<file path="src/hw/refillPkg.sv">
package refillPkg;

    //////////////////////////////////////////////////
    // line geometry
    //////////////////////////////////////////////////

    // eight words per line, wrap order within the line
    localparam int wordsPerLine = 8;
    // word within the line
    localparam int offsetBits = 3;

    //////////////////////////////////////////////////
    // data types
    //////////////////////////////////////////////////

    // word address, low offsetBits select the word
    typedef logic [31:0] wordAddrT;

    // one data word
    typedef logic [31:0] wordT;

    // whole line, word 0 in the lowest bits
    typedef logic [wordsPerLine*32-1:0] lineT;

    // requester side
    typedef struct packed {
        wordAddrT addr;
    } reqT;

    // response back to requester
    // hit clear means forwarded critical word
    typedef struct packed {
        wordT data;
        logic hit;
    } rspT;

    //////////////////////////////////////////////////
    // controller states
    //////////////////////////////////////////////////

    typedef enum logic [1:0] {
        idle,
        lookup,
        fill,
        install
    } ctrlStateT;

endpackage

</file>
<file path="src/hw/lineStore.sv">
module lineStore #(
    parameter int NumSets = 16
) (
    input  logic                Clk,
    input  logic                reset,
    input  refillPkg::wordAddrT lookupAddr,
    input  logic                installEn,
    input  refillPkg::wordAddrT lineAddr,
    input  refillPkg::lineT     line,
    output logic                hit,
    output refillPkg::wordT     hitWord
);

    localparam int AddrBits = $bits(refillPkg::wordAddrT);
    localparam int WordBits = $bits(refillPkg::wordT);
    localparam int SetBits  = $clog2(NumSets);
    // whatever is left above set and offset
    localparam int TagBits  = AddrBits - refillPkg::offsetBits - SetBits;

    typedef logic [SetBits-1:0]               setIdxT;
    typedef logic [TagBits-1:0]               tagT;
    typedef logic [refillPkg::offsetBits-1:0] offsetT;

    //////////////////////////////////////////////////
    // arrays
    //////////////////////////////////////////////////

    logic [NumSets-1:0] validBits;
    tagT                tagArr  [NumSets];
    refillPkg::lineT    lineArr [NumSets];

    // lookup fields
    setIdxT          lookupSet;
    tagT             lookupTag;
    offsetT          lookupOffset;
    refillPkg::lineT storedLine;

    // install fields
    setIdxT installSet;
    tagT    installTag;

    assign lookupSet    = lookupAddr[refillPkg::offsetBits +: SetBits];
    assign lookupTag    = lookupAddr[AddrBits-1 -: TagBits];
    assign lookupOffset = lookupAddr[refillPkg::offsetBits-1:0];

    assign installSet = lineAddr[refillPkg::offsetBits +: SetBits];
    assign installTag = lineAddr[AddrBits-1 -: TagBits];

    //////////////////////////////////////////////////
    // hit detection
    //////////////////////////////////////////////////

    assign storedLine = lineArr[lookupSet];
    assign hit        = validBits[lookupSet] && (tagArr[lookupSet] == lookupTag);
    // word select by offset
    assign hitWord    = storedLine[lookupOffset*WordBits +: WordBits];

    //////////////////////////////////////////////////
    // install
    //////////////////////////////////////////////////

    // valid bits are control state
    always_ff @(posedge Clk) begin
        if (reset) begin
            validBits <= '0;
        end else if (installEn) begin
            validBits[installSet] <= 1'b1;
        end
    end

    // tag and data written together, old line dropped
    always_ff @(posedge Clk) begin
        if (installEn) begin
            tagArr[installSet]  <= installTag;
            lineArr[installSet] <= line;
        end
    end

endmodule

</file>
<file path="config.mk">
export PLATFORM = sky130hd
export DESIGN_NAME = lineStore
export DESIGN_NICKNAME = d
export VERILOG_FILES = /design/src/hw/refillPkg.sv /design/src/hw/lineStore.sv
export SDC_FILE = /design/constraint.sdc
export NUM_CORES = 2
export LEC_CHECK = 0
export ABC_CLOCK_PERIOD_IN_PS = 23000
export CAP_MARGIN = 30
export CORE_MARGIN = 3
export CORE_UTILIZATION = 50
export DETAILED_ROUTE_END_ITERATION = 10
export DONT_BUFFER_PORTS = 1
export PLACE_DENSITY = 0.68
export SYNTH_ARGS = -nofsm -noshare
export SYNTH_HDL_FRONTEND = slang
export SYNTH_MEMORY_MAX_BITS = 65536
export SYNTH_SLANG_ARGS = --single-unit
</file>
<file path="constraint.sdc">
create_clock -name Clk -period 23 [get_ports Clk]
set_input_delay 3.45 -clock Clk [delete_from_list [all_inputs] [get_ports Clk]]
set_output_delay 3.45 -clock Clk [all_outputs]
set_load 0.01 [all_outputs]
</file>
==> metrics.md <==
| Metric | Value |
|---|---|
| Initial Utilization | `0.5030` |
| Synth unique cells | `36` |
| DIE AREA | `~0.35 mm²` |
| Slew headroom | `-0.1801` |
| PortBufs | `0` |
| Hold_buf cts | `0` |
| CP delay by family, top | `buffers and inverters` |
| Outcome | `finished, violations left` |
| DR iter-0 viols | `around 8,500` |
| Dpl hpwl | `about 190 mm` |
| Final setup fails | `0` |
| Failing checks | `slew limit` |
| Period minus WS final | `12.45 ns` |
| Required time worst endpoint | `slightly below 20 ns` |
| Io pins | `about 360` |
| Worst EP arrival | `~9.0 ns` |
| Post_cts resized | `0` |
| WL final | `between 300 and 400 mm` |
| Vias per cell | `6.269` |
| Post-synthesis sequential area ratio | `0.7906` |
| Placer's final routability congestion estimate | `around 0.73` |
| CP max FO | `roughly 110` |
| Fin nets | `approximately 7,000` |
| MaxCap Viol Count | `0` |
| Crit path top cell by count | `mux4_2` |
| CP Cell Sequence | `buf_16 -> buf_4 -> buf_12 -> buf_4 -> mux4_2 -> mux4_2 -> mux4_2 -> nor2_1 -> a221oi_1` |
| Chip width | `between 500 and 600 µm` |
| Core ar. | `~0.34 mm²` |
| WP buf/inv | `4` |
| RSZ-0062 raised after global routing | `false` |
| LEAKAGE | `58.45 nW` |
| Pins Over Slew Limit | `roughly 190` |
| Mean Syn Cell Area | `25.91 µm²` |
| Synth warnings | `0` |
| Top area cells in the synthesized netlist | `edfxtp_1, mux4_2, mux2i_1` |
| Chip Height | `~590 µm` |
| Final Hold Fails | `0` |
| Syn Nets | `6,928` |
| Max Buffers Root-to-Sink | `4` |
| GR Overflow Total | `0` |
| DRT Pass-1 Iters | `5` |
| Critical Path Sink Type | `output pin` |
| Pwr Density | `around 88 mW/mm²` |
| CTS tree | `done` |
| Slew @ Worst Pin | `around 1.8 ns` |
| TritonCTS buffer count | `about 440` |
| H-tree levels | `5` |
| Post-route ant nets | `0` |
| Root Driver | `clkbuf_16` |
| Critical Path Source Type | `input port` |
| Critical path type | `in -> out` |
| Synth area leader | `edfxtp_1` |
| First-pass GRT wire length | `between 500 and 600 mm` |
| CP max-delay cell | `buf_4` |
| Vias in the first global route | `about 78,000` |
| Post-route setup TNS | `0 ns` |
| Worst min path class | `reg -> reg` |
| Achievable frequency | `around 0.08 GHz` |
| Antenna violations before repair | `26` |
| Clock transition at path regs | `0.07 ns` |
| Post-synth top area share | `0.7888` |
| Peak supply drop | `0.08061 mV` |
| Synth Cell Area | `about 0.17 mm²` |
| Number of cell rows | `~210` |
| CP max stage delay | `a little under 0.8 ns` |
| Period utilisation layout | `0.5412` |
| Cells after Synth | `about 6,600` |
| Final Util | `0.5612` |
| Drt wl/cell | `~32 µm` |
| Via count | `around 73,000` |
| Post-CTS setup buffer count | `0` |
| Drt drc | `0` |
| Seq cells post-synth | `about 4,500` |
| Worst-Skew Late Latency | `0.96 ns` |
| Clock skew | `0 ns` |
| Largest net degree at the start of global routing | `1,110` |
| Synth-to-Final Area Change | `11.57%` |
| Power Total | `16.82 mW` |
| Clock sink count | `roughly 4,500` |
| Layout cell share with drive strength beyond 1 | `0.2994` |
| Tot GR Track Use | `0.2177` |
| FILL cells | `between 20,000 and 25,000` |
-- cells in the mapped netlist --
cell type     n
buf_4         5
a221oi_1     34
o21ai_0       4
nor4_2        1
a41oi_1       1
o211ai_1      5
mux4_2     1417
or3b_2        1
nor2b_1       3
o2111ai_1     1
buf_6         4
xnor2_1      17
mux2_2        1
o31ai_1       2
nand3b_1      3
xor2_1       17
a211oi_1      5
nor3_1        4
or4_1         1
edfxtp_1   4496
nand4_1       5
buf_2       108
dfxtp_1      16
nand2_1       7
clkbuf_1    141
mux2i_1     111
nand3_1       5
buf_1        89
nor4_1        1
or4b_2        1
inv_1         4
nand2b_1      6
a21oi_1       6
nor2_1       80
a31oi_1       1
and2_1        2
-- per-stage QoR --
step	std cells	area [µm²]	setup WS [ns]	hold slack (ns)
5_1_grt	11720	191000	10.08	0.4984
6_report	11720	191000	10.55	0.4766
4_1_cts	11710	190600	10.48	0.4773
2_1_floorplan	6605	171200	6.394	0.4348
3_5_place_dp	10910	176900	10.47	0.4597
3_3_place_gp	10900	176600	9.999	0.4775
-- cells by family after synthesis --
kind of cell | count (synthesis) | share of synthesized area
flip-flops | 4512 | 0.7906
multiplexers | 1529 | 0.1930
buffers and inverters | 351 | 0.008772
AND/OR/NAND/NOR | 120 | 0.003151
AO/OA/AOI/OAI | 59 | 0.002697
XOR/XNOR | 34 | 0.001740
-- placed cells by master (no fill, tap or decap), drive strengths merged --
cell      Yosys  routed
clkbuf      141     545
a31oi         1       1
o31ai         2       2
o211ai        5       5
clkinv        0     200
or4           1       1
edfxtp     4496    4496
a221oi       34      34
nand4         5       5
a211oi        5       5
nand2         7       7
nor2         80      80
xnor2        17      17
nand3b        3       3
and2          2       2
nand3         5       5
mux2          1       1
mux4       1417    1417
or3b          1       1
dfxtp        16      16
xor2         17      17
inv           4      17
diode         0       5
clkinvlp      0      10
bufinv        0      30
nand2b        6       6
nor2b         3       3
a21oi         6       6
buf         206     126
o21ai         4       4
or4b          1       1
o2111ai       1       1
nor4          2       2
nor3          4       4
mux2i       111     111
a41oi         1       1
-- area by class of cell --
type	instances	area (µm²)	share of cell area
Sequential cell	4512	135300	0.7086
Antenna cell	5	12.51	0.00006552
Inverter	4	15.01	0.00007862
Multi-Input combinational cell	1742	34480	0.1805
Timing Repair Buffer	128	1709	0.008949
Clock buffer	543	11460	0.06001
Tap cell	4536	5675	0.02972
Clock inverter	253	2296	0.01202
-- tightest hold or removal path, delay by kind of cell (launching register included) --
kind | cells | cell delay (ns)
AND/OR/NAND/NOR | 2 | 0.12
flip-flops | 1 | 0.33
-- worst paths after layout --
| check | from | end | slack, ns | cells past startpoint |
|---|---|---|---|---|
| setup / recovery | lookupAddr[3] | hitWord[22] | 10.55 | 9 |
| hold / removal | validBits[2] | validBits[2] | 0.48 | 2 |
| hold reg to reg | validBits[2] | validBits[2] | 0.48 | 2 |
| setup reg to reg | validBits[5] | validBits[5] | 22.37 | 2 |
-- routing by layer --
| layer | global-route usage | vias up | wire length [µm] |
|---|---|---|---|
| met4 | 0.04835 | 2 | 7783 |
| li1 | - | 29560 | - |
| met3 | 0.05661 | 528 | 36870 |
| met1 | 0.3129 | 40430 | 152200 |
| met5 | 0 | - | 13 |
| met2 | 0.3408 | 2982 | 181500 |
-- state kept, by name (all words and copies together) (netlist names) --
name       cells
validBits     16
tagArr       400
lineArr     4096
-- power breakdown --
part           switching (mW)  internal, mW  leakage (nW)
combinational           0.339         0.361          11.0
clock                    2.99          3.88          6.68
sequential             0.0352          9.22          40.7
total                    3.37          13.5          58.4
Note: power is estimated with default switching activity, not from simulation.
