## config.mk

```make
export PLATFORM = sky130hd
export DESIGN_NAME = refillCtrl
export DESIGN_NICKNAME = d
export VERILOG_FILES = /design/src/hw/refillPkg.sv /design/src/hw/refillCtrl.sv
export SDC_FILE = /design/constraint.sdc
export NUM_CORES = 1
export LEC_CHECK = 0
export BUFFER_PORTS_ARGS = -buffer_cell sky130_fd_sc_hd__buf_2
export CORE_MARGIN = 4
export CORE_UTILIZATION = 46
export CTS_BUF_LIST = sky130_fd_sc_hd__clkbuf_4 sky130_fd_sc_hd__clkbuf_8
export DETAILED_ROUTE_END_ITERATION = 16
export PLACE_DENSITY_LB_ADDON = 0.15
export SLEW_MARGIN = 20
export SYNTH_ARGS = -nofsm -noshare
export SYNTH_HDL_FRONTEND = slang
export SYNTH_SLANG_ARGS = --single-unit
export TNS_END_PERCENT = 100
```

## constraint.sdc

```tcl
create_clock -name Clk -period 4.7 [get_ports Clk]
set_input_delay 0.235 -clock Clk [delete_from_list [all_inputs] [get_ports Clk]]
set_output_delay 0.235 -clock Clk [all_outputs]
set_load 0.02 [all_outputs]
```

## src/hw/refillPkg.sv

```systemverilog
package refillPkg;

    //////////////////////////////////////////////////
    // line geometry
    //////////////////////////////////////////////////

    // eight words per line, wrap order within the line
    localparam int wordsPerLine = 8;
    // word within the line
    localparam int offsetBits = 3;

    //////////////////////////////////////////////////
    // data types
    //////////////////////////////////////////////////

    // word address, low offsetBits select the word
    typedef logic [31:0] wordAddrT;

    // one data word
    typedef logic [31:0] wordT;

    // whole line, word 0 in the lowest bits
    typedef logic [wordsPerLine*32-1:0] lineT;

    // requester side
    typedef struct packed {
        wordAddrT addr;
    } reqT;

    // response back to requester
    // hit clear means forwarded critical word
    typedef struct packed {
        wordT data;
        logic hit;
    } rspT;

    //////////////////////////////////////////////////
    // controller states
    //////////////////////////////////////////////////

    typedef enum logic [1:0] {
        idle,
        lookup,
        fill,
        install
    } ctrlStateT;

endpackage

```

## src/hw/refillCtrl.sv

```systemverilog
module refillCtrl (
    input  logic                Clk,
    input  logic                reset,
    input  logic                reqValid,
    input  refillPkg::reqT      req,
    input  logic                hit,
    input  refillPkg::wordT     hitWord,
    input  logic                criticalValid,
    input  refillPkg::wordT     criticalWord,
    input  logic                lineDone,
    output logic                rspValid,
    output refillPkg::rspT      rsp,
    output refillPkg::wordAddrT lookupAddr,
    output logic                memRead,
    output refillPkg::wordAddrT memAddr,
    output logic                fillStart,
    output refillPkg::wordAddrT fillAddr,
    output logic                installEn
);

    refillPkg::ctrlStateT state;
    // request currently owning the refill path
    refillPkg::reqT       curReq;
    // one entry for a request arriving mid fill
    refillPkg::reqT       slotReq;
    logic                 slotFull;
    logic                 burstStart;
    logic                 hitRspValid;
    refillPkg::wordT      hitRspData;
    logic                 lookupActive;
    logic                 holdWindow;

    //////////////////////////////////////////////////
    // lookup side
    //////////////////////////////////////////////////

    // held request is replayed from the slot
    assign lookupAddr = (state == refillPkg::lookup) ? slotReq.addr : req.addr;

    // store is consulted this cycle
    assign lookupActive = (state == refillPkg::lookup) ||
                          (state == refillPkg::idle && reqValid);

    // new requests get parked while a line is in flight
    assign holdWindow = (state == refillPkg::fill) || (state == refillPkg::install);

    //////////////////////////////////////////////////
    // outputs toward memory and buffer
    //////////////////////////////////////////////////

    // burst always starts at the missed word
    assign memRead   = burstStart;
    assign memAddr   = curReq.addr;
    assign fillStart = burstStart;
    assign fillAddr  = curReq.addr;

    // hit answers are registered
    // miss answers come straight from the buffer's critical word
    assign rspValid = hitRspValid | criticalValid;
    assign rsp.data = criticalValid ? criticalWord : hitRspData;
    assign rsp.hit  = hitRspValid;

    //////////////////////////////////////////////////
    // state machine
    //////////////////////////////////////////////////

    always_ff @(posedge Clk) begin
        if (reset) begin
            state       <= refillPkg::idle;
            slotFull    <= 1'b0;
            burstStart  <= 1'b0;
            hitRspValid <= 1'b0;
            installEn   <= 1'b0;
        end else begin
            // strobes default low
            burstStart  <= 1'b0;
            hitRspValid <= 1'b0;
            installEn   <= 1'b0;
            case (state)
                refillPkg::idle,
                refillPkg::lookup: begin
                    state    <= refillPkg::idle;
                    // slot consumed by the lookup
                    slotFull <= 1'b0;
                    if (lookupActive && hit) begin
                        hitRspValid <= 1'b1;
                    end else if (lookupActive) begin
                        burstStart <= 1'b1;
                        state      <= refillPkg::fill;
                    end
                end
                refillPkg::fill: begin
                    // line complete in buffer
                    if (lineDone) begin
                        installEn <= 1'b1;
                        state     <= refillPkg::install;
                    end
                end
                refillPkg::install: begin
                    // line written at end of this cycle
                    if (slotFull || reqValid) begin
                        state <= refillPkg::lookup;
                    end else begin
                        state <= refillPkg::idle;
                    end
                end
                default: begin
                    state <= refillPkg::idle;
                end
            endcase
            if (reqValid && holdWindow) begin
                slotFull <= 1'b1;
            end
        end
    end

    // payload registers
    always_ff @(posedge Clk) begin
        if (lookupActive) begin
            curReq.addr <= lookupAddr;
            hitRspData  <= hitWord;
        end
        if (reqValid && holdWindow) begin
            slotReq <= req;
        end
    end

    //////////////////////////////////////////////////
    // checks
    //////////////////////////////////////////////////

    // requester allows at most one request per fill
    slotOverrun: assert property (@(posedge Clk) disable iff (reset)
        reqValid |-> !slotFull)
        else $error("request while hold slot is full");

    // buffer forwards only while a fill is open
    critOutsideFill: assert property (@(posedge Clk) disable iff (reset)
        criticalValid |-> state == refillPkg::fill)
        else $error("critical word outside fill");

endmodule

```

==> impl_metrics.py <==
metrics = {
    "status": {
        "status": "complete, no violations",
    },
    "yosys": {
        "syn_inst": 224,
        "netlist-cell-type-count": 19,
        "postSynthRegisterBits": 102,
        "synth-seq-area-share_pct": 70.2,
        "yosys_warnings": 0,
        "synth_area_per_cell_sq_um": 19.1,
        "mappedNetlistArea_sq_um": 4280,
        "post_synthesis_net_count": 326,
    },
    "timing": {
        "tns_ns": 0,
        "maxSlewViolCount": 0,
        "final.period_utilization_pct": 48.3,
        "finalWorstPathRequiredPeriod_ns": 2.27,
        "hold_violations": 0,
        "final.setup.worst_slack_ns": 2.43,
        "timing_worst_slew_pin_value_ns": 0.774,
        "relSlewSlack_pct": 48.4,
        "finalClockSkew_ns": 0.00912,
        "grt_setup_unrepaired": "no",
        "timing.fmax_mhz": 440,
        "finalSetupViolations": 0,
    },
    "global_route": {
        "grt_overflow_total": 0,
        "first_global_vias": 2700,
        "largest_net_degree_at_the_start_of_global_routing": 34,
        "grt_antenna_before_repair": 1,
        "track_usage_pct": 17.1,
        "grt_first_pass_wirelength_um": 14500,
    },
    "power_and_ir_drop": {
        "power_switching_share_pct": 26.1,
        "clock_power_share_pct": 27.1,
        "netSwitchingPower_mw": 0.513,
        "share_of_power_burned_in_registers_pct": 54.9,
        "static-leakage-power_nw": 2.39,
        "power_density_nw_per_um2": 357,
        "comb_power_share_pct": 17.9,
        "internal_power_mw": 1.45,
        "total_power_mw": 1.97,
        "peakVddDrop_uv": 188,
    },
    "setup_path": {
        "cp_data_required_time_ns": 4.47,
        "timing.critical_path.to_type": "output pin",
        "timing_worst_setup_path_type": "reg -> out",
        "cp.arrival_ns": 2.04,
        "critical_path_peak_fanout": 32,
        "crit_path_start_kind": "flop",
    },
    "min_path": {
        "timing.hold.worst.class": "in -> reg",
    },
    "cts": {
        "tritoncts": "done",
        "numClockSinks": 102,
        "numCtsBuffers": 9,
        "cts.hold.buffers_added": 0,
        "number_of_buffers_on_the_longest_clock_path": 2,
        "cts-htree-levels": 3,
        "clkLatencyLatePin_ns": 0.35,
        "cts_resized": 0,
        "clockRootBuffer": "sky130_fd_sc_hd__clkbuf_8",
        "post_cts.repair.setup_buffers": 0,
        "clk_pin_slew_ns": 0.09,
    },
    "drt": {
        "viasPerCell": 4.78,
        "remaining_drc_errors": 0,
        "route.detailed.wl_per_inst_um": 17.2,
        "routed-via-count": 2602,
        "drt_pass1_iterations": 4,
        "routed_wl_um": 9350,
        "drt_first_iter_violations": 109,
        "drtAntennaViolNets": 0,
    },
    "layout": {
        "layoutNonFillerInstCount": 544,
        "fillerInstances": 720,
        "synthToLayoutAreaGrowth_pct": 28.8,
        "number_of_antenna_diodes": 0,
        "design.final.nets": 533,
        "final_layout_size_suffix_gt1_share_pct": 73.9,
        "multiInputGateArea_sq_um": 945,
        "share_of_the_core_filled_with_cells_in_the_final_layout_pct": 62.0,
        "layout.area.seq_sq_um": 3000,
    },
    "floorplan": {
        "die_height_um": 104,
        "chipWidth_um": 104,
        "io-pin-count": 235,
        "initial_utilization_pct": 48.1,
        "rows": 34,
        "fp.dieArea_sq_um": 10900,
        "placeableCoreArea_sq_um": 8890,
    },
    "flow_run": {
        "drv_cap": 0,
    },
    "place": {
        "dp_hpwl_um": 7160,
        "placed_cells_incl_taps": 528,
        "gp_congestion": 0.739,
        "placement.setup.worst_slack_ns": 2.80,
        "io_buffers": 234,
    },
}
[cells in the final DEF (no fill, tap or decap), types with 2 or more instances in the layout]
master | Yosys | layout
sky130_fd_sc_hd__buf_2 | 4 | 234
sky130_fd_sc_hd__edfxtp_1 | 96 | 96
sky130_fd_sc_hd__mux2_2 | 34 | 34
sky130_fd_sc_hd__mux2_4 | 30 | 30
sky130_fd_sc_hd__clkbuf_8 | 0 | 9
sky130_fd_sc_hd__dfxtp_1 | 6 | 6
sky130_fd_sc_hd__nor2_1 | 5 | 4
sky130_fd_sc_hd__or2b_1 | 2 | 2
sky130_fd_sc_hd__clkinvlp_4 | 0 | 2
sky130_fd_sc_hd__buf_4 | 34 | 2
[final cells by class]
| cell class | count | share of cell area (%) |
|---|---|---|
| repair buffers | 238 | 22.4 |
| well taps | 108 | 2.45 |
| flip-flops and latches | 102 | 54.5 |
| clock buffers | 10 | 2.38 |
| clock inverters | 6 | 1.14 |
| multi-input cells | 80 | 17.1 |
[registers in the layout, summed over array words and instances, names as in the netlist]
register,cells
fillStart,1
hitRspValid,1
slotReq,32
slotFull,1
hitRspData,32
state,2
installEn,1
fillAddr,32
[metrics by stage]
stage,hold slack [ns],instance area [sq um]
after floorplan,0.304,4280
after global placement,0.413,5270
after detailed placement,0.414,5320
after CTS,0.0257,5510
after global routing,0.0211,5510
final,0.0527,5510
[worst max-delay path: stages (launching register included)]
cell and delay [ns]:
sky130_fd_sc_hd__dfxtp_1 0.42, sky130_fd_sc_hd__nor2b_4 0.17, sky130_fd_sc_hd__buf_4 0.48, sky130_fd_sc_hd__mux2_2 0.42, sky130_fd_sc_hd__buf_2 0.16
[synthesized netlist by cell type]
library cell               number  area, sq um
sky130_fd_sc_hd__edfxtp_1      96         2880
sky130_fd_sc_hd__buf_4         34          255
sky130_fd_sc_hd__mux2_2        34          383
sky130_fd_sc_hd__mux2_4        30          450
sky130_fd_sc_hd__dfxtp_1        6          120
sky130_fd_sc_hd__nor2_1         5         18.8
sky130_fd_sc_hd__buf_2          4         20.0
sky130_fd_sc_hd__buf_12         3         60.1
sky130_fd_sc_hd__or2b_1         2         15.0
sky130_fd_sc_hd__a211oi_1       1         7.51
sky130_fd_sc_hd__a21oi_1        1         5.00
sky130_fd_sc_hd__and2_2         1         7.51
sky130_fd_sc_hd__buf_6          1         11.3
sky130_fd_sc_hd__nor2b_1        1         6.26
sky130_fd_sc_hd__nor3b_1        1         7.51
sky130_fd_sc_hd__nor4_1         1         6.26
sky130_fd_sc_hd__nor4b_1        1         8.76
sky130_fd_sc_hd__or2_2          1         6.26
sky130_fd_sc_hd__or3_2          1         7.51
[logic make-up (layout without fill, tap and decap cells)]
group / after synthesis / after routing / share of synthesized area [%]
DFF: 102 / 102 / 70.2
AOI/OAI and AO/OA: 2 / 2 / 0.292
and+or+nand+nor: 14 / 14 / 1.96
buffers and inverters: 42 / 254 / 8.10
muxes: 64 / 64 / 19.5
[routing by layer]
metal | wire (um) | global-route usage, % | vias to the layer above
met5 | 20 | 0 | -
met4 | 70 | 4.84 | 2
met3 | 825 | 5.96 | 8
met2 | 4790 | 30.5 | 141
met1 | 3650 | 19.4 | 1231
li1 | - | - | 1220
[power by group through the flow]
stage | Combinational, mW | Clock, mW | Sequential, mW
floorplan | 0.210 | 0 | 1.13
global placement | 0.345 | 0 | 1.10
detailed placement | 0.358 | 0 | 1.10
CTS | 0.358 | 0.558 | 1.08
global route | 0.376 | 0.593 | 1.09
finish | 0.353 | 0.534 | 1.08
[worst paths after layout]
check / start / end / slack (ns) / depth (start not counted)
max: state[0] / lookupAddr[0] / 2.43 / 4
min: hitWord[22] / hitRspData[22] / 0.05 / 1
max reg2reg: state[0] / fillAddr[0] / 2.92 / 3
min reg2reg: slotFull / slotFull / 0.47 / 2
No activity file was read; power rests on OpenSTA's default activity.
