### config.mk
export PLATFORM = sky130hd
export DESIGN_NAME = linefillBuffer
export DESIGN_NICKNAME = d
export VERILOG_FILES = /design/src/hw/refillPkg.sv /design/src/hw/linefillBuffer.sv
export SDC_FILE = /design/constraint.sdc
export NUM_CORES = 1
export LEC_CHECK = 0
export BUFFER_PORTS_ARGS = -buffer_cell sky130_fd_sc_hd__buf_2
export CAP_MARGIN = 0
export CORE_MARGIN = 4
export CORE_UTILIZATION = 41
export CTS_BUF_LIST = sky130_fd_sc_hd__clkbuf_8 sky130_fd_sc_hd__clkbuf_16
export CTS_CLUSTER_SIZE = 30
export DETAILED_ROUTE_END_ITERATION = 10
export PLACE_DENSITY = 0.62
export SETUP_SLACK_MARGIN = 0.15
export SLEW_MARGIN = 20
export SYNTH_ARGS = -nofsm -noshare
export SYNTH_HDL_FRONTEND = slang
export SYNTH_SLANG_ARGS = --single-unit
### constraint.sdc
create_clock -name Clk -period 13 [get_ports Clk]
set_input_delay 2.6 -clock Clk [delete_from_list [all_inputs] [get_ports Clk]]
set_output_delay 2.6 -clock Clk [all_outputs]
set_load 0.03 [all_outputs]
### src/hw/refillPkg.sv
package refillPkg;

    //////////////////////////////////////////////////
    // line geometry
    //////////////////////////////////////////////////

    // eight words per line, wrap order within the line
    localparam int wordsPerLine = 8;
    // word within the line
    localparam int offsetBits = 3;

    //////////////////////////////////////////////////
    // data types
    //////////////////////////////////////////////////

    // word address, low offsetBits select the word
    typedef logic [31:0] wordAddrT;

    // one data word
    typedef logic [31:0] wordT;

    // whole line, word 0 in the lowest bits
    typedef logic [wordsPerLine*32-1:0] lineT;

    // requester side
    typedef struct packed {
        wordAddrT addr;
    } reqT;

    // response back to requester
    // hit clear means forwarded critical word
    typedef struct packed {
        wordT data;
        logic hit;
    } rspT;

    //////////////////////////////////////////////////
    // controller states
    //////////////////////////////////////////////////

    typedef enum logic [1:0] {
        idle,
        lookup,
        fill,
        install
    } ctrlStateT;

endpackage

### src/hw/linefillBuffer.sv
module linefillBuffer (
    input  logic                Clk,
    input  logic                reset,
    input  logic                fillStart,
    input  refillPkg::wordAddrT fillAddr,
    input  logic                memBeatValid,
    input  refillPkg::wordT     memBeatData,
    output logic                criticalValid,
    output refillPkg::wordT     criticalWord,
    output logic                lineDone,
    output refillPkg::lineT     line,
    output refillPkg::wordAddrT lineAddr
);

    typedef logic [refillPkg::offsetBits-1:0] offsetT;

    localparam int WordBits = $bits(refillPkg::wordT);

    // fill in progress
    logic                active;
    offsetT              beatCount;
    offsetT              slotIdx;
    logic                beatTaken;
    logic                firstBeat;
    logic                lastBeat;
    refillPkg::wordAddrT startAddr;
    refillPkg::wordT     wordBuf [refillPkg::wordsPerLine];
    refillPkg::lineT     nextLine;

    assign beatTaken = active && memBeatValid;
    assign firstBeat = beatTaken && (beatCount == '0);
    assign lastBeat  = beatTaken && (beatCount == offsetT'(refillPkg::wordsPerLine - 1));

    // wrap order, offset plus beat number modulo 8
    assign slotIdx = startAddr[refillPkg::offsetBits-1:0] + beatCount;

    // line as it stands including the beat on the bus
    always_comb begin
        for (int i = 0; i < refillPkg::wordsPerLine; i++) begin
            nextLine[i*WordBits +: WordBits] = wordBuf[i];
        end
        nextLine[slotIdx*WordBits +: WordBits] = memBeatData;
    end

    //////////////////////////////////////////////////
    // beat counting
    //////////////////////////////////////////////////

    always_ff @(posedge Clk) begin
        if (reset) begin
            active        <= 1'b0;
            beatCount     <= '0;
            criticalValid <= 1'b0;
            lineDone      <= 1'b0;
        end else begin
            // one cycle after the beats that cause them
            criticalValid <= firstBeat;
            lineDone      <= lastBeat;
            if (fillStart) begin
                active    <= 1'b1;
                beatCount <= '0;
            end else if (beatTaken) begin
                beatCount <= beatCount + 1'b1;
                if (lastBeat) begin
                    active <= 1'b0;
                end
            end
        end
    end

    //////////////////////////////////////////////////
    // data path
    //////////////////////////////////////////////////

    always_ff @(posedge Clk) begin
        if (fillStart) begin
            startAddr <= fillAddr;
        end
        if (beatTaken) begin
            wordBuf[slotIdx] <= memBeatData;
        end
        // first beat is the missed word
        if (firstBeat) begin
            criticalWord <= memBeatData;
        end
        if (lastBeat) begin
            line     <= nextLine;
            // line base, offset cleared
            lineAddr <= startAddr & ~refillPkg::wordAddrT'(refillPkg::wordsPerLine - 1);
        end
    end

    // beats only between fillStart and the eighth beat
    strayBeat: assert property (@(posedge Clk) disable iff (reset)
        memBeatValid |-> active)
        else $error("memory beat outside a burst");

endmodule

==> key figures, run 1 <==
Placement
  – HPWL Detailed: 32800 microns
  – GPL Wtd Cong: about 0.75
  – IO Port Bufs: 386

Power and ir drop
  – Tot Pwr: ~4200 uW
  – Sw Pwr: about 900 uW
  – Reg power frac: 52.4%
  – Worst vdd ir: ~0.00012 V
  – Pwr/cell area: 156 nW/um^2
  – Internal power component: 3310 uW
  – P_leak: 0.00970 uW
  – Gate power share: 5.3%
  – Net Sw Frac: roughly a fifth
  – Clock network power share: between 40% and 50%

Timing
  – Slew margin rel.: between 20 and 25%
  – Setup TNS: 0 ns
  – Unrepaired setup endpoints after global routing: no
  – Worst Max-Slew Pin Slew: ~1.2 ns
  – Worst clock skew: 0.0223 ns
  – Final critical-path share of the clock period: 36.1%
  – Final setup fails: 0
  – Number of max-slew violations in the final report: 0
  – FMAX: around 0.21 GHz
  – Shortest period the worst path allows: 4.69 ns
  – Final Hold Fails: 0

Finish
  – Area Overhead vs Synth: 23.0%
  – Storage cell area: roughly 18000 sq um
  – Share of cells above drive strength 1: 42.0%
  – Final Core Density: between 50% and 60%
  – Inserted Diodes: 0
  – Layout Nets: roughly 1.6k
  – Area of the multi-input gates: ~3500 sq um
  – Fill cell count: approximately 4.3k

Worst hold path
  – Hold path startpoint: startAddr[23]
  – Hold Crit Depth: 0
  – Worst hold path class: register to register
  – Hold EP: lineAddr[23]

Worst setup path
  – Worst r2r dst: line[198]
  – Startpoint types: register
  – Max stage delay on crit path: 0.70 ns
  – R2R cell count: 10
  – FF-to-FF setup slack: around 8.3 ns
  – Worst Path Arrival: 5.02 ns
  – Crit Path Class: register to register
  – CP Capture Type: register
  – CP cell instances: ha_4, fa_1, xnor2_1, xnor2_2, inv_2, ha_1, or4b_2, a21oi_4, buf_4, mux2_2
  – Req. time, crit path: ~13 ns
  – CP max stage cell: or4b_2
  – Largest fanout on the critical path: 20
  – R2r startpoint: startAddr[0]

Synthesis
  – Yosys top cell by area: edfxtp_1
  – Yosys cell types: 36
  – Post-synth EDFFs: 605
  – Synth top area share: between 80 and 90%
  – Synth area leaders: edfxtp_1 83%, mux2_2 7.8%, nand2_1 2.2%
  – Commonest cells post-synth: 605 x edfxtp_1, 152 x mux2_2, 131 x nand2_1
  – Synth Instances: between 1k and 1.5k
  – Async SR Flop Fraction: 0%
  – Most common cell in the synthesized netlist: edfxtp_1
  – #FFs+latches synth: a little over 600
  – Seq/Total Area, Yosys: between 80 and 90%
  – Dominant synthesized flop cell: edfxtp_1
  – Syn avg cell area: about 19 sq um
  – Mapped cell area: between 20000 and 25000 sq um
  – Synthesis Warnings: 0

Routing
  – WL final: roughly 52000 microns
  – Residual DRC count: 0
  – Number of routed nets with antenna violations: 0
  – Starting DRC count in detailed routing: about 800
  – Vias per cell: ~4.9
  – DR vias: roughly 11k
  – DR pass1 iterations: 5
  – WL/cell: between 20 and 25 microns

Die
  – I/O pin total: just under 400
  – Die area: between 50000 and 60000 sq um
  – DIE WIDTH: approximately 240 microns
  – Die Ht: between 200 and 250 microns
  – Initial Util: a little over two fifths
  – # rows: between 80 and 90
  – Core area: 52800 sq um

GRT
  – Vias in the first global route: 11.6k
  – Initial antenna violation count: 0
  – Gr ovfl total: 0
  – Global-route wire length before repair: 75000 microns
  – Largest net degree at the start of global routing: between 200 and 250
  – GRT Total Usage: around 18%

Clock network
  – H-Tree Depth: 3
  – Post-CTS sizing: 0
  – Clk root buf: clkbuf_16
  – CTS Hold Buffers Added: 0
  – TritonCTS clock tree: built
  – Clk_lat worst skew: 0.59 ns
  – Sink Count: 611
  – Post-CTS Setup Bufs: 0
  – CTS max path bufs: 3
  – Clk pin slew, worst setup/hold paths: around 0.06 ns
  – CTS buffer count: between 60 and 70

Flow run
  – Max cap viols: 0

Run status
  – Outcome: complete, no violations
## worst max-delay path: cells and delay by family, from the launching register on
| kind | cells | cell delay [ns] |
|---|---|---|
| muxes | 1 | 0.39 |
| adders and majority gates | 3 | 1.08 |
| buffers and inverters | 2 | 0.74 |
| xor gates and xnor gates | 2 | 0.58 |
| AOI/OAI and AO/OA | 1 | 0.50 |
| DFF | 1 | 0.42 |
| and+or+nand+nor | 1 | 0.70 |
## registers in the layout, summed over array words and instances (netlist names)
register       cells
active             1
beatCount          3
criticalValid      1
criticalWord      32
line             256
lineAddr          29
lineDone           1
startAddr         32
wordBuf          256
## area by class of cell
cell class                      instances  area share [%]
Sequential cell                       611            67.7
Multi-Input combinational cell        473            13.1
Timing Repair Buffer                  414            8.27
Clock buffer                           67            6.21
Tap cell                              688            3.19
Clock inverter                         51            1.46
Inverter                                7          0.0973
## through the flow
step,hold slack (ns),area [sq um],cells,setup WS [ns]
2_1_floorplan,0.400,22000,1140,3.17
3_3_place_gp,0.401,24800,2189,7.78
3_5_place_dp,0.405,24900,2191,7.77
4_1_cts,0.415,27000,2309,8.28
5_1_grt,0.421,27000,2311,8.11
6_report,0.414,27000,2311,8.31
## logic make-up (layout without fill, tap and decap cells)
| group | after synthesis | after routing | synth area share, % |
|---|---|---|---|
| flops | 611 | 611 | 83.3 |
| simple gates | 197 | 197 | 4.09 |
| mux | 160 | 160 | 8.20 |
| compound gates | 102 | 102 | 2.46 |
| buf+inv | 56 | 539 | 1.29 |
| fa+ha+maj | 8 | 8 | 0.490 |
| xor+xnor | 3 | 3 | 0.154 |
| other cells | 1 | 3 | 0.0171 |
## metal layers
metal / GRT usage (%) / routed length (microns) / vias up
met4: 5.59 / 1100 / 0
met2: 29.4 / 25500 / 393
li1: - / - / 5250
met3: 4.29 / 3380 / 58
met5: 0 / 0 / -
met1: 23.4 / 22200 / 5707
## power by group through the flow
stage	sequential (uW)	clock, uW	combinational, uW
floorplan	2250	0	127
global placement	2240	0	220
detailed placement	2240	0	228
CTS	2200	1830	229
global route	2200	1910	246
finish	2200	1780	224
## worst max-delay path by stage
stage	start	endpoint	cells past startpoint
5_1_grt	startAddr[0]	line[196]	10
6_report	startAddr[0]	line[198]	10
3_5_place_dp	memBeatValid	line[91]	4
2_1_floorplan	memBeatValid	lineAddr[10]	1
3_3_place_gp	memBeatValid	line[189]	4
4_1_cts	startAddr[0]	line[193]	10
## cells in the final DEF, fill, tap and decap left out, types with 2 or more instances in the layout
cell	instances
edfxtp_1	605
buf_2	386
mux2_2	152
nand2_1	131
o21ai_0	98
clkbuf_16	67
and2_1	32
buf_4	23
inv_1	16
clkinv_1	16
clkinv_2	11
nand3_1	7
mux2_1	6
ha_1	6
dfxtp_1	6
inv_6	6
nor2_4	5
bufinv_16	5
buf_16	4
nor3_1	3
conb_1	3
xnor2_1	2
or4b_2	2
a21oi_4	2
nor3_2	2
nor4_2	2
mux2i_1	2
nor2b_1	2
clkinv_8	2
Note: power is estimated with default switching activity, not from simulation.
==> inputs of run 2 (changes only) <==
ABC_AREA = 1   (was not set)
PLACE_DENSITY = 0.61   (was 0.62)
clock period = 4.7 ns   (was 13 ns; I/O delays follow)
==> key figures, run 2 <==
Placement
  – Placed cell areas: 25600 sq um (+3.1%)
  – HPWL Detailed: 37700 microns (+15%)
  – Setup WS pre-CTS: 0.891 ns (-6.88 ns)
  – GPL Wtd Cong: 0.787 (+4.3%)
  – IO Port Bufs: 386 (unchanged)

Finish
  – Layout Nets: 2013 (+22%)
  – Final Core Density: 50.3% (-0.85 points)
  – Area of the multi-input gates: 3770 sq um (+7.0%)
  – Inserted Diodes: 0 (unchanged)
  – Area Overhead vs Synth: 21.6%
  – Biggest regs: line (256), wordBuf (256)
  – Fill cell count: 4716 (+9.2%)
  – Commonest non-fill, non-tap cells in the layout: 605 x edfxtp_1, 386 x buf_2, 288 x nand2_1, 128 x o21ai_0, 122 x inv_1
  – Share of cells above drive strength 1: 27.6% (-14 points)
  – Commonest non-fill, non-tap cell in the layout: edfxtp_1
  – Fin area: 27700 sq um (+2.5%)
  – Storage cell area: 18300 sq um (unchanged)

Synthesis
  – Synth area leaders: edfxtp_1 80%, nand2_1 4.8%, o21ai_0 2.8%
  – Async SR Flop Fraction: 0% (unchanged)
  – Synthesis Warnings: 0 (unchanged)
  – Commonest cells post-synth: 605 x edfxtp_1, 291 x nand2_1, 128 x o21ai_0
  – Post-synth EDFFs: 605 (unchanged)
  – Syn avg cell area: 14.9 sq um (-23%)
  – Most common cell in the synthesized netlist: edfxtp_1
  – Synth Instances: 1533 (+35%)
  – #FFs+latches synth: 611 (unchanged)
  – Yosys top cell by area: edfxtp_1
  – Mapped cell area: 22800 sq um (+3.7%)
  – Dominant synthesized flop cell: edfxtp_1
  – Yosys cell types: 34 (-5.6%)
  – Synth top area share: 79.8% (-3.0 points)
  – Seq/Total Area, Yosys: 80.3% (-3.0 points)

Power and ir drop
  – Reg power frac: 51.5% (-0.9 points)
  – Gate power share: 7.6% (+2.3 points)
  – Pwr/cell area: 429 nW/um^2 (+180%)
  – Internal power component: 9080 uW (+170%)
  – Clock network power share: 41.0% (-1.3 points)
  – Net Sw Frac: 23.5% (+2.3 points)
  – P_leak: 0.0105 uW (+7.8%)
  – Worst vdd ir: 0.000366 V (+210%)
  – Sw Pwr: 2790 uW (+210%)

Worst setup path
  – CP Capture Type: register
  – Buffers & Inverters on Critical Path: 2 (unchanged)
  – Max stage delay on crit path: 0.56 ns (-0.14 ns)
  – Req. time, crit path: 5.07 ns (-8.26 ns)
  – Largest fanout on the critical path: 64 (+220%)
  – CP cell instances: ha_2, fa_1, inv_1, ha_1, ha_4, buf_4, nand2_4, o21ai_0
  – CP max stage cell: nand2_4
  – Crit path max-delay family: adder cells
  – Startpoint types: register
  – Worst Path Arrival: 4.21 ns (-0.81 ns)
  – Crit Path Class: register to register

Clock network
  – Post-CTS sizing: 0 (unchanged)
  – Clk_lat worst skew: 0.59 ns (about the same)
  – TritonCTS clock tree: built
  – CTS buffer count: 66 (unchanged)
  – Sink Count: 611 (unchanged)
  – H-Tree Depth: 3 (unchanged)
  – CTS max path bufs: 3 (unchanged)
  – CTS Hold Buffers Added: 0 (unchanged)
  – Post-CTS Setup Bufs: 0 (unchanged)
  – Clk pin slew, worst setup/hold paths: 0.06 ns (about the same)
  – Clk root buf: clkbuf_16

Timing
  – Shortest period the worst path allows: 3.83 ns (-0.858 ns)
  – Number of max-slew violations in the final report: 0 (unchanged)
  – Slew margin rel.: 34.2% (+14 points)
  – FMAX: 0.261 GHz (+22%)
  – Final Hold Fails: 0 (unchanged)
  – Worst Max-Slew Pin Slew: 0.987 ns (-0.205 ns)
  – Final setup fails: 0 (unchanged)
  – Worst clock skew: 0.0330 ns (+0.0107 ns)
  – Final critical-path share of the clock period: 81.6% (+45 points)
  – Unrepaired setup endpoints after global routing: no
  – Final WS setup: 0.867 ns (-7.44 ns)
  – Setup TNS: 0 ns (unchanged)

Die
  – DIE WIDTH: 244 microns (+1.8%)
  – I/O pin total: 390 (unchanged)
  – Initial Util: 41.4% (-0.21 points)
  – Die Ht: 244 microns (+1.8%)
  – # rows: 86 (+2.4%)
  – Core area: 55000 sq um (+4.2%)
  – Die area: 59400 sq um (+3.6%)

Routing
  – Number of routed nets with antenna violations: 0 (unchanged)
  – DR pass1 iterations: 5 (unchanged)
  – Residual DRC count: 0 (unchanged)
  – WL/cell: 21.3 microns (-5.6%)
  – Starting DRC count in detailed routing: 1092 (+36%)
  – DR vias: 13.4k (+18%)
  – Vias per cell: 4.90 (-0.72%)
  – WL final: 58300 microns (+12%)

GRT
  – Vias in the first global route: 13.4k (+16%)
  – GRT Total Usage: 19.3% (+1.6 points)
  – Gr ovfl total: 0 (unchanged)
  – Initial antenna violation count: 1 (+1)
  – Largest net degree at the start of global routing: 146 (-28%)
  – Global-route wire length before repair: 86100 microns (+15%)

Worst hold path
  – Worst hold path class: register to register

Run status
  – Outcome: complete, no violations

Flow run
  – Max cap viols: 0 (unchanged)
run 2: cell families after synthesis:
logic type | after synthesis | share of synthesized area (%)
other cells | 1 | 0.0165
simple gates | 451 | 8.47
flops | 611 | 80.3
compound gates | 273 | 7.06
buf+inv | 189 | 3.65
fa+ha+maj | 8 | 0.473
run 2: area by class of cell:
| cell class | count | area share, % |
|---|---|---|
| inverters | 111 | 1.51 |
| clock inverters | 48 | 0.936 |
| well taps | 748 | 3.38 |
| multi-input cells | 735 | 13.6 |
| clock buffers | 71 | 6.42 |
| repair buffers | 412 | 8.05 |
| flip-flops and latches | 611 | 66.1 |
run 2: power groups by stage:
stage | sequential, uW | clock, uW | combinational, uW
finish | 6110 | 4860 | 897
CTS | 6110 | 4990 | 915
global route | 6110 | 5230 | 991
global placement | 6220 | 0 | 886
floorplan | 6250 | 0 | 551
detailed placement | 6230 | 0 | 911
run 2: final timing paths:
check	startpoint	to	slack [ns]	cells after the start
max	startAddr[0]	line[122]	0.87	8
min	startAddr[15]	lineAddr[15]	0.41	0
max reg2reg	startAddr[0]	line[122]	0.87	8
min reg2reg	startAddr[15]	lineAddr[15]	0.41	0
run 2: through the flow:
| step | total power, uW | instances | hold slack [ns] |
|---|---|---|---|
| 2_1_floorplan | 6800 | 1535 | 0.400 |
| 3_3_place_gp | 7110 | 2614 | 0.401 |
| 3_5_place_dp | 7140 | 2617 | 0.405 |
| 4_1_cts | 12000 | 2736 | 0.415 |
| 5_1_grt | 12300 | 2736 | 0.421 |
| 6_report | 11900 | 2736 | 0.411 |
run 2: metal layers:
layer,global-route usage [%],wire length (microns),part of all wire (%),up-vias
met1,25.3,24700,42,6558
li1,-,-,-,6283
met5,0,0,0,-
met4,6.77,1660,2.8,0
met2,31.5,27700,48,467
met3,5.10,4250,7.3,101
==> inputs of run 3 (changes only) <==
ABC_AREA = 0   (was 1)
PLACE_DENSITY = 0.62   (was 0.61)
clock period = 3.71 ns   (was 4.7 ns; I/O delays follow)
==> key figures, run 3 (synthesized netlist as in run 1, its figures left out) <==
Worst setup path
  – CP Capture Type: register
  – Critical path endpoint: line[132]
  – Largest fanout on the critical path: 18 (-72%)
  – Buffers & Inverters on Critical Path: 2 (unchanged)
  – Crit path max-delay family: adder cells
  – Req. time, crit path: 4.06 ns (-1.01 ns)
  – R2R cell count: 10 (+2)
  – FF-to-FF setup slack: 0.23 ns (-0.63 ns)
  – Startpoint types: register
  – Crit Path Class: register to register
  – Crit path from: startAddr[0]
  – Crit path depth: 10 (+2)
  – Max stage delay on crit path: 0.69 ns (+0.13 ns)
  – Worst Path Arrival: 3.82 ns (-0.39 ns)
  – CP cell instances: ha_4, fa_1, xnor2_2, xnor2_2, inv_2, ha_1, or4b_2, a21oi_4, buf_12, mux2_2
  – R2r startpoint: startAddr[0]
  – Worst r2r dst: line[132]
  – Crit-path most repeated cell: xnor2_2
  – CP max stage cell: or4b_2

Routing
  – Residual DRC count: 0 (unchanged)
  – Starting DRC count in detailed routing: 948 (-13%)
  – WL/cell: 23.8 microns (+12%)
  – DR pass1 iterations: 5 (unchanged)
  – Vias per cell: 5.05 (+3.1%)
  – WL final: 55200 microns (-5.3%)
  – DR vias: 11.7k (-13%)
  – Number of routed nets with antenna violations: 0 (unchanged)

GRT
  – Initial antenna violation count: 0 (-1)
  – Global-route wire length before repair: 77900 microns (-9.6%)
  – Vias in the first global route: 11.7k (-13%)
  – Largest net degree at the start of global routing: 65 (-55%)
  – GRT Total Usage: 18.4% (-0.86 points)
  – Gr ovfl total: 0 (unchanged)

Timing
  – Number of max-slew violations in the final report: 0 (unchanged)
  – FMAX: 0.288 GHz (+10%)
  – Unrepaired setup endpoints after global routing: no
  – Hold WS: 0.315 ns (-0.0956 ns)
  – Shortest period the worst path allows: 3.48 ns (-0.356 ns)
  – Final critical-path share of the clock period: 93.7% (+12 points)
  – Worst Max-Slew Pin Slew: 0.965 ns (-0.0217 ns)
  – Setup TNS: 0 ns (unchanged)
  – Final Hold Fails: 0 (unchanged)
  – Slew margin rel.: 35.5% (+1.3 points)
  – Worst clock skew: 0.0196 ns (-0.0134 ns)
  – Final setup fails: 0 (unchanged)

Flow run
  – Max cap viols: 0 (unchanged)

Placement
  – IO Port Bufs: 386 (unchanged)
  – GPL Wtd Cong: 0.751 (-4.6%)
  – HPWL Detailed: 34500 microns (-8.4%)

Finish
  – Biggest regs: line (256), wordBuf (256)
  – Commonest non-fill, non-tap cells in the layout: 605 x edfxtp_1, 386 x buf_2, 152 x mux2_2, 131 x nand2_1, 98 x o21ai_0
  – Fill cell count: 4284 (-9.2%)
  – Layout Nets: 1665 (-17%)
  – Commonest non-fill, non-tap cell in the layout: edfxtp_1
  – Area Overhead vs Synth: 23.5%
  – Share of cells above drive strength 1: 42.4% (+15 points)

Die
  – Core area: 52800 sq um (-4.0%)
  – DIE WIDTH: 239 microns (-1.7%)
  – # rows: 84 (-2.3%)
  – I/O pin total: 390 (unchanged)
  – Die Ht: 239 microns (-1.7%)
  – Die area: 57300 sq um (-3.5%)
  – Initial Util: 41.6% (+0.21 points)

Clock network
  – CTS max path bufs: 3 (unchanged)
  – TritonCTS clock tree: built
  – Clk_lat worst skew: 0.60 ns (about the same)
  – Clk pin slew, worst setup/hold paths: 0.06 ns (about the same)
  – CTS Hold Buffers Added: 0 (unchanged)
  – Clk root buf: clkbuf_16
  – H-Tree Depth: 2 (-1)
  – CTS buffer count: 60 (-9.1%)
  – Sink Count: 611 (unchanged)

Worst hold path
  – Hold Crit Depth: 1 (+1)
  – Worst hold path class: input pin to register

Power and ir drop
  – Pwr/cell area: 532 nW/um^2 (+24%)
  – Worst vdd ir: 0.000390 V (+6.6%)
  – P_leak: 0.00976 uW (-6.7%)

Run status
  – Outcome: complete, no violations
run 3: what timing repair did:
| item | 4_1_cts | 5_1_grt |
|---|---|---|
| setup endpoints to repair | 0 | 30 |
| buffers inserted | 0 | 2 |
| gates resized for setup | 0 | 2 |
run 3: power breakdown:
| group | switching (uW) | internal [uW] | total (uW) |
|---|---|---|---|
| clock network | 2460 | 3360 | 5830 |
| registers | 20.8 | 7700 | 7720 |
| logic | 563 | 307 | 869 |
| total | 3050 | 11400 | 14400 |
run 3: area by class of cell:
type                    count  area [sq um]  share of cell area, %
inverters                   7          26.3                 0.0969
repair buffers            436          2480                   9.16
flip-flops and latches    611         18300                   67.5
diodes                      1          2.50                0.00923
clock buffers              61          1530                   5.63
multi-input cells         473          3570                   13.2
clock inverters            43           343                   1.26
well taps                 688           861                   3.18
run 3: worst register-to-register path, delay by kind of cell (launching register included):
kind,cells,cell delay (ns)
adders and majority gates,3,0.86
and+or+nand+nor,1,0.69
xor gates and xnor gates,2,0.41
DFF,1,0.41
muxes,1,0.36
buffers and inverters,2,0.28
AOI/OAI and AO/OA,1,0.21
run 3: per-layer routing:
layer	track usage [%]	wire length [microns]	up-vias
met3	4.15	3610	73
met2	30.0	27000	386
li1	-	-	5274
met5	0	0	-
met1	25.1	23300	5985
met4	5.58	1280	0
run 3: how the worst min path moves through the flow:
| stage | end | startpoint | slack (ns) |
|---|---|---|---|
| 2_1_floorplan | lineAddr[10] | startAddr[10] | 0.40 |
| 3_3_place_gp | lineAddr[13] | startAddr[13] | 0.40 |
| 3_5_place_dp | lineAddr[8] | startAddr[8] | 0.41 |
| 4_1_cts | startAddr[6] | fillAddr[6] | 0.26 |
| 5_1_grt | startAddr[13] | fillAddr[13] | 0.27 |
| 6_report | startAddr[0] | fillAddr[0] | 0.32 |
run 3: per-stage QoR:
| stage | instance area [sq um] | util (%) | setup slack, ns | power (uW) | instances |
|---|---|---|---|---|---|
| detailed placement | 25100 | 47.6 | 0.211 | 8710 | 2210 |
| global route | 27100 | 51.4 | 0.132 | 14900 | 2319 |
| floorplan | 22000 | - | -0.0931 | 8340 | 1140 |
| finish | 27100 | 51.4 | 0.233 | 14400 | 2320 |
| CTS | 27000 | 51.2 | 0.197 | 14500 | 2314 |
| global placement | 25100 | 47.6 | 0.256 | 8680 | 2210 |
